File: config.mk
export PLATFORM = sky130hd
export DESIGN_NAME = two_way_ctrl
export DESIGN_NICKNAME = d
export VERILOG_FILES = /design/src/common/mem_system_pkg.sv /design/src/cache/two_way_ctrl.sv
export VERILOG_INCLUDE_DIRS = /design/src /design/src/common
export SDC_FILE = /design/constraint.sdc
export NUM_CORES = 1
export LEC_CHECK = 0
export BUFFER_PORTS_ARGS = -buffer_cell sky130_fd_sc_hd__buf_2
export CORE_ASPECT_RATIO = 0.5
export CORE_MARGIN = 3
export CORE_UTILIZATION = 46
export DETAILED_ROUTE_END_ITERATION = 10
export PLACE_DENSITY = 0.87
export SLEW_MARGIN = 15
export SYNTH_ARGS = -nofsm -noshare
export SYNTH_HDL_FRONTEND = slang
export SYNTH_SLANG_ARGS = --single-unit
File: constraint.sdc
create_clock -name clk -period 3.85 [get_ports clk]
set_input_delay 0.5775 -clock clk [delete_from_list [all_inputs] [get_ports clk]]
set_output_delay 0.5775 -clock clk [all_outputs]
set_load 0.02 [all_outputs]
File: src/common/mem_system_cfg.svh
`ifndef MEM_SYSTEM_CFG_SVH
`define MEM_SYSTEM_CFG_SVH

// Address and data widths
`define MS_ADDR_W 16
`define MS_DATA_W 16

// Cache geometry
`define MS_TAG_W 5
`define MS_INDEX_W 8
`define MS_LINE_WORDS 4

// Memory timing in cycles
`define MS_MEM_LAT 2
`define MS_BANK_BUSY 4

`endif
File: src/common/mem_system_pkg.sv
`include "mem_system_cfg.svh"

package mem_system_pkg;

	typedef enum logic [2:0] {
		IDLE,
		COMPARE,
		WB_READ,
		WB_WRITE,
		FILL_REQ,
		FILL_WAIT,
		REPLAY,
		DONE
	} ms_state_e;

	// Controller to one way
	typedef struct packed {
		logic                               enable;
		logic                               comp;
		logic                               write;
		logic                               valid_in;
		logic [`MS_TAG_W-1:0]               tag;
		logic [`MS_INDEX_W-1:0]             index;
		logic [$clog2(`MS_LINE_WORDS)-1:0]  offset;
		logic [`MS_DATA_W-1:0]              data;
	} way_cmd_t;

	// One way back to the controller
	typedef struct packed {
		logic                  hit;
		logic                  valid;
		logic                  dirty;
		logic [`MS_TAG_W-1:0]  tag;
		logic [`MS_DATA_W-1:0] data;
	} way_status_t;

	typedef struct packed {
		logic                  rd;
		logic                  wr;
		logic [`MS_ADDR_W-1:0] addr;
		logic [`MS_DATA_W-1:0] data;
	} mem_req_t;

endpackage

File: src/cache/two_way_ctrl.sv
`include "mem_system_cfg.svh"

module two_way_ctrl (
	input  logic                        clk,
	input  logic                        rst_i,
	input  logic [`MS_ADDR_W-1:0]       addr_i,
	input  logic [`MS_DATA_W-1:0]       data_i,
	input  logic                        rd_i,
	input  logic                        wr_i,
	input  mem_system_pkg::way_status_t way0_st_i,
	input  mem_system_pkg::way_status_t way1_st_i,
	output mem_system_pkg::way_cmd_t    way0_cmd_o,
	output mem_system_pkg::way_cmd_t    way1_cmd_o,
	output mem_system_pkg::mem_req_t    mem_req_o,
	input  logic [`MS_DATA_W-1:0]       mem_rdata_i,
	input  logic                        mem_stall_i,
	output logic [`MS_DATA_W-1:0]       data_o,
	output logic                        done_o,
	output logic                        stall_o,
	output logic                        cache_hit_o,
	output logic                        err_o
);

	localparam int OFF_W = $clog2(`MS_LINE_WORDS);
	localparam logic [OFF_W-1:0] LAST_WORD = OFF_W'(`MS_LINE_WORDS - 1);

	mem_system_pkg::ms_state_e state_q;
	mem_system_pkg::ms_state_e state_d;

	logic victim_q;
	logic way_sel_q;
	logic hit_q;
	logic err_q;
	logic [OFF_W-1:0] wb_cnt_q;
	logic [OFF_W-1:0] iss_cnt_q;
	logic [OFF_W-1:0] rcv_cnt_q;
	logic [`MS_MEM_LAT-1:0] ret_q;
	logic [`MS_TAG_W-1:0] wb_tag_q;
	logic [`MS_DATA_W-1:0] wb_data_q;
	logic [`MS_DATA_W-1:0] data_q;

	logic [`MS_TAG_W-1:0] tag;
	logic [`MS_INDEX_W-1:0] index;
	logic [OFF_W-1:0] offset;
	logic req;
	logic req_err;
	logic any_hit;
	logic victim_sel;
	logic rd_acc;
	logic arrive;
	logic en0;
	logic en1;
	mem_system_pkg::way_status_t victim_st;
	mem_system_pkg::way_cmd_t cmd;

	assign tag = addr_i[`MS_ADDR_W-1 -: `MS_TAG_W];
	assign index = addr_i[OFF_W+1 +: `MS_INDEX_W];
	assign offset = addr_i[OFF_W:1];

	assign req = rd_i | wr_i;
	assign req_err = addr_i[0] | (rd_i & wr_i);
	assign any_hit = way0_st_i.hit | way1_st_i.hit;

	// First invalid way wins, else the victim bit decides
	assign victim_sel = !way0_st_i.valid ? 1'b0 :
		(!way1_st_i.valid ? 1'b1 : victim_q);
	assign victim_st = victim_sel ? way1_st_i : way0_st_i;

	assign rd_acc = mem_req_o.rd & ~mem_stall_i;
	assign arrive = ret_q[`MS_MEM_LAT-1];

	always_comb begin
		state_d = state_q;
		case (state_q)
			mem_system_pkg::IDLE: begin
				if (req) begin
					state_d = req_err ? mem_system_pkg::DONE : mem_system_pkg::COMPARE;
				end
			end
			mem_system_pkg::COMPARE: begin
				if (any_hit) begin
					state_d = mem_system_pkg::DONE;
				end else if (victim_st.valid && victim_st.dirty) begin
					state_d = mem_system_pkg::WB_READ;
				end else begin
					state_d = mem_system_pkg::FILL_REQ;
				end
			end
			mem_system_pkg::WB_READ: state_d = mem_system_pkg::WB_WRITE;
			mem_system_pkg::WB_WRITE: begin
				if (!mem_stall_i) begin
					state_d = (wb_cnt_q == LAST_WORD) ? mem_system_pkg::FILL_REQ :
						mem_system_pkg::WB_READ;
				end
			end
			mem_system_pkg::FILL_REQ: begin
				if (rd_acc && iss_cnt_q == LAST_WORD) begin
					state_d = mem_system_pkg::FILL_WAIT;
				end
			end
			mem_system_pkg::FILL_WAIT: begin
				if (arrive && rcv_cnt_q == LAST_WORD) begin
					state_d = mem_system_pkg::REPLAY;
				end
			end
			mem_system_pkg::REPLAY: state_d = mem_system_pkg::DONE;
			default: state_d = mem_system_pkg::IDLE;
		endcase
	end

	// Way commands share everything except enable
	always_comb begin
		cmd = '0;
		en0 = 1'b0;
		en1 = 1'b0;
		cmd.tag = tag;
		cmd.index = index;
		cmd.offset = offset;
		cmd.data = data_i;
		case (state_q)
			mem_system_pkg::COMPARE, mem_system_pkg::REPLAY: begin
				en0 = 1'b1;
				en1 = 1'b1;
				cmd.comp = 1'b1;
				cmd.write = wr_i;
			end
			mem_system_pkg::WB_READ: begin
				en0 = ~way_sel_q;
				en1 = way_sel_q;
				cmd.offset = wb_cnt_q;
			end
			mem_system_pkg::FILL_REQ, mem_system_pkg::FILL_WAIT: begin
				en0 = arrive & ~way_sel_q;
				en1 = arrive & way_sel_q;
				cmd.write = arrive;
				cmd.offset = rcv_cnt_q;
				cmd.data = mem_rdata_i;
				cmd.valid_in = (rcv_cnt_q == LAST_WORD);
			end
			default: begin
			end
		endcase
		way0_cmd_o = cmd;
		way0_cmd_o.enable = en0;
		way1_cmd_o = cmd;
		way1_cmd_o.enable = en1;
	end

	always_comb begin
		mem_req_o = '0;
		case (state_q)
			mem_system_pkg::WB_WRITE: begin
				mem_req_o.wr = 1'b1;
				mem_req_o.addr = {wb_tag_q, index, wb_cnt_q, 1'b0};
				mem_req_o.data = wb_data_q;
			end
			mem_system_pkg::FILL_REQ: begin
				mem_req_o.rd = 1'b1;
				mem_req_o.addr = {tag, index, iss_cnt_q, 1'b0};
			end
			default: begin
			end
		endcase
	end

	always_ff @(posedge clk) begin
		if (rst_i) begin
			state_q <= mem_system_pkg::IDLE;
			victim_q <= 1'b0;
			way_sel_q <= 1'b0;
			hit_q <= 1'b0;
			err_q <= 1'b0;
			wb_cnt_q <= '0;
			iss_cnt_q <= '0;
			rcv_cnt_q <= '0;
			ret_q <= '0;
		end else begin
			state_q <= state_d;
			// Tracks reads in flight to know when rdata lands
			ret_q <= (ret_q << 1) | `MS_MEM_LAT'(rd_acc);
			case (state_q)
				mem_system_pkg::IDLE: begin
					hit_q <= 1'b0;
					err_q <= req & req_err;
					wb_cnt_q <= '0;
					iss_cnt_q <= '0;
					rcv_cnt_q <= '0;
				end
				mem_system_pkg::COMPARE: begin
					hit_q <= any_hit;
					way_sel_q <= victim_sel;
				end
				mem_system_pkg::WB_WRITE: begin
					if (!mem_stall_i) begin
						wb_cnt_q <= wb_cnt_q + 1'b1;
					end
				end
				mem_system_pkg::FILL_REQ, mem_system_pkg::FILL_WAIT: begin
					if (rd_acc) begin
						iss_cnt_q <= iss_cnt_q + 1'b1;
					end
					if (arrive) begin
						rcv_cnt_q <= rcv_cnt_q + 1'b1;
					end
				end
				mem_system_pkg::DONE: begin
					if (!err_q) begin
						victim_q <= ~victim_q;
					end
				end
				default: begin
				end
			endcase
		end
	end

	// Victim tag, write-back word and read result
	always_ff @(posedge clk) begin
		if (state_q == mem_system_pkg::COMPARE) begin
			wb_tag_q <= victim_st.tag;
		end
		if (state_q == mem_system_pkg::WB_READ) begin
			wb_data_q <= way_sel_q ? way1_st_i.data : way0_st_i.data;
		end
		if (state_q == mem_system_pkg::COMPARE || state_q == mem_system_pkg::REPLAY) begin
			data_q <= way1_st_i.hit ? way1_st_i.data : way0_st_i.data;
		end
	end

	assign done_o = (state_q == mem_system_pkg::DONE);
	assign cache_hit_o = done_o & hit_q;
	assign err_o = done_o & err_q;
	assign stall_o = (state_q != mem_system_pkg::IDLE) && (state_q != mem_system_pkg::DONE);
	assign data_o = data_q;

endmodule

-- Word-level counts from Yosys, hierarchy flattened
Cells that the tools add are included.
- flip-flop bits (word level): 52
- output and inout bits: 124
- logic and storage cells: 96
- add/subtract/negate cells: 3
- equal/unequal tests: 17
- mux-type cells: 32
- bitwise logic cells: 15
- reduce and logical (&&, ||, !) cells: 17
- operator list (cell ; number):
    $mux 16 ; 4
    $pmux 16 s2 ; 1
    $mux 3 ; 8
    $mux 23 ; 1
    $pmux 3 s7 ; 1
    $pmux 2 s2 ; 4
    $eq 3x3->1 const B ; 4
    $ne 2x2->1 const B ; 6
    $reduce_and 2->1 ; 4
    $and 1x1->1 ; 7
    $add 2x1->2 const B ; 3
    $eq 2x2->1 const B ; 3
    $eq 3x2->1 const B ; 2
    $mux 1 ; 6
    $mux 2 ; 3
    $pmux 1 s3 ; 2
    $reduce_bool 2->1 ; 3
    $logic_and 1x1->1 ; 4
    $not 1->1 ; 4
    $pmux 1 s2 ; 2
    $reduce_and 4->1 ; 1
    $reduce_or 2->1 ; 2
    $eq 3x1->1 const B ; 1
    $logic_not 3->1 ; 1
    other kinds (5) ; 7

-- Logic depth before layout (Yosys ltp)
- depth after elaboration: 7
- depth in mapped cells: 7
- mapped depth without buffers: 6

-- Worst setup path before layout
No wires, ideal clock.
- path type: register to output
- start: register state_q[1]
- end: output port way1_cmd_o[32] in the netlist's numbering
- arrival time: 2500 ps
- path slack: 772 ps
- stages on the path, launching flop included: 7
- buffers on the path: 3
- path through: dfxtp_1 buf_2 buf_2 nand2_1 o22ai_1 a22o_1 buf_4
- RTL lines (what ; line ; RTL):
    start, declared ; two_way_ctrl.sv:27 ; mem_system_pkg::ms_state_e state_q;
    start signal, assigned ; two_way_ctrl.sv:168 ; state_q <= mem_system_pkg::IDLE;
    start signal, assigned ; two_way_ctrl.sv:178 ; state_q <= state_d;
    end, declared ; two_way_ctrl.sv:13 ; output mem_system_pkg::way_cmd_t way1_cmd_o,

==> flow_summary_export.csv <==
group,metric,value,unit
synthesis,synth.distinct_cells,51,
placement,numPortBuffers,223,
timing,tightestPinTransition,0.914,ns
worst_setup_path,critical_path_arrival,2.51,ns
route,wirelength,9540,um
worst_setup_path,worstPathRequired,3.27,ns
final_layout,multi_input_area,1510,um^2
synthesis,synth_edf_count,37,
floorplanning,core_region_area,6940,um^2
synthesis,synth_area_leaders,"edfxtp_1 33%, mux2_2 13%, buf_4 11%",
timing,rsz0062_at_grt,"false",
timing,fin_crit_sh,0.802,
timing,fmax,0.324,GHz
clocking,cts_setup_buffers,0,
worst_setup_path,critPathCaptureType,"primary output",
route,first_pass_iters,6,
final_layout,regArea,1410,um^2
clocking,cts_sinks,52,
timing,fin_crit,3.09,ns
job,drv_cap,0,
final_layout,area_growth,27.2,%
final_layout,stdcell_count,603,
global_route,grt_usage,0.209,
synthesis,async_reset_ff_frac,0,
timing,hold_violations,0,
synthesis,synth_commonest_cells,"55 x nand2_1, 51 x buf_4, 39 x mux2_2",
floorplanning,rows,21,
route,drt_iter0_drc,124,
final_layout,n_fill_cell,603,
timing,fin_ws,0.762,ns
final_layout,nNetsFinal,614,
timing,slew_headroom,0.390,
synthesis,ys_warn_count,0,
pwr,peakVddDrop,0.258,mV
clocking,cts_tree,"done",
timing,setup_viol,0,
pwr,p_leak,2.11,nW
placement,dpl.cell_count,595,
clocking,cts_buffers,5,
clocking,post_cts_resized,0,
placement,post-dp-hpwl,7540,um
route,drc,0,
worst_setup_path,path_max_fanout,26,
hold_path,hold_class,"flip-flop to flip-flop",
worst_setup_path,critical_path_class,"flip-flop to primary output",
synthesis,synth-seq-cells,52,
floorplanning,initial_utilization,0.492,
synthesis,synth_cells,348,
global_route,grt_max_degree,29,
synthesis,synth.avg_cell_area,9.80,um^2
synthesis,yosysTopAreaCell,"edfxtp_1",
final_layout,design_area,4340,um^2
floorplanning,pin_count,225,
pwr,power_density,615,nW/um^2
global_route,grt_pass1_wl,14000,um
timing,skew,0.00758,ns
placement,placed_area,4200,um^2
placement,gp_congestion,0.858,
route,via_count,3035,
worst_setup_path,start_kind,"flip-flop",
floorplanning,fp.dieW,128,um
synthesis,yosys_most_used_dff,"edfxtp_1",
synthesis,synth_seq_area_share,0.414,
final_layout,drive_gt1_frac,0.548,
clocking,insertion_delay,0.29,ns
clocking,root_buffer,"clkbuf_16",
synthesis,syn_nets,452,
route,viasPerCell,5.03,
synthesis,synth_top_area_share,0.326,
clocking,hold_buffers,0,
synthesis,yosysMostFrequentCell,"nand2_1",
run_status,status,"finished clean",
clocking,path_clk_slew,0.07,ns
global_route,antenna_found_initial,0,
clocking,clockBufferDepth,2,
clocking,htreeDepth,2,
synthesis,syn_area,3410,um^2
floorplanning,die_height,66.9,um
global_route,first_global_vias,2811,
route,ant_nets,0,
route,avgRoutedWirePerCell,15.8,um
final_layout,diodes,0,
global_route,grt-ovfl-total,0,
timing,report.final.slew_viol_count,0,
placement,post-place-ws,1.11,ns
floorplanning,die_area,8550,um^2
timing,tns,0,ns
==> critical path, stage by stage (launching register included) <==
cell	delay, ns
dfxtp_1	0.82
nor3b_2	0.72
nor2_1	0.27
and2b_1	0.25
buf_2	0.15
==> sequential cells by signal (all words and copies together) (netlist names), 2 cells and up <==
name / flops
wb_tag_q: 5
data_o: 16
state_q: 3
iss_cnt_q: 2
ret_q: 2
wb_cnt_q: 2
rcv_cnt_q: 2
wb_data_q: 16
==> layout by cell type (no fill, tap or decap), drive strengths merged, types with 4 or more instances in the layout <==
master / n
nor2b: 9
a22o: 9
nor2: 17
a21oi: 8
edfxtp: 37
and2: 20
inv: 5
clkbuf: 7
nor3b: 4
buf: 226
dfxtp: 15
nor3: 4
mux2: 39
o21ai: 9
nand2: 55
==> routing by layer <==
metal  track usage  vias up  part of all wire
met5             0        -                 0
met4        0.0437        0             0.016
met3        0.0376       15             0.063
met2         0.429      116              0.56
met1         0.224     1406              0.36
li1              -     1498                 -
==> cells by family after synthesis <==
| family | Yosys count | synth area share |
|---|---|---|
| and+or+nand+nor | 123 | 0.178 |
| AOI/OAI and AO/OA | 53 | 0.120 |
| xor gates and xnor gates | 1 | 0.00257 |
| DFF | 52 | 0.414 |
| adders and majority gates | 3 | 0.0110 |
| muxes | 39 | 0.129 |
| other | 1 | 0.00110 |
| buffers and inverters | 76 | 0.145 |
==> report_power, final <==
part / leakage [nW] / switching, mW / internal [mW] / total (mW)
Clock: 0.0655 / 0.182 / 0.239 / 0.422
Sequential: 0.463 / 0.111 / 0.769 / 0.879
Combinational: 1.58 / 0.899 / 0.468 / 1.37
==> per-stage QoR <==
step / util / hold WS [ns] / total power [mW]
floorplan: - / 0.414 / 1.92
global placement: 0.606 / 0.421 / 2.23
detailed placement: 0.606 / 0.454 / 2.26
CTS: 0.625 / 0.463 / 2.69
global route: 0.625 / 0.472 / 2.82
finish: 0.625 / 0.460 / 2.67
==> cell type report <==
class	instances	area share
clock inverters	1	0.000865
clock buffers	7	0.0306
repair buffers	226	0.262
inverters	5	0.00548
multi-input cells	220	0.349
flip-flops and latches	52	0.325
well taps	92	0.0265
==> path summary, 6_finish.rpt <==
kind | from | endpoint | slack [ns] | depth (start not counted)
hold / removal | ret_q[0] | ret_q[1] | 0.46 | 1
setup reg to reg | state_q[2] | state_q[0] | 1.49 | 4
setup / recovery | state_q[2] | mem_req_o[26] | 0.76 | 4
hold reg to reg | ret_q[0] | ret_q[1] | 0.46 | 1
(Power assumes the default switching activity.)
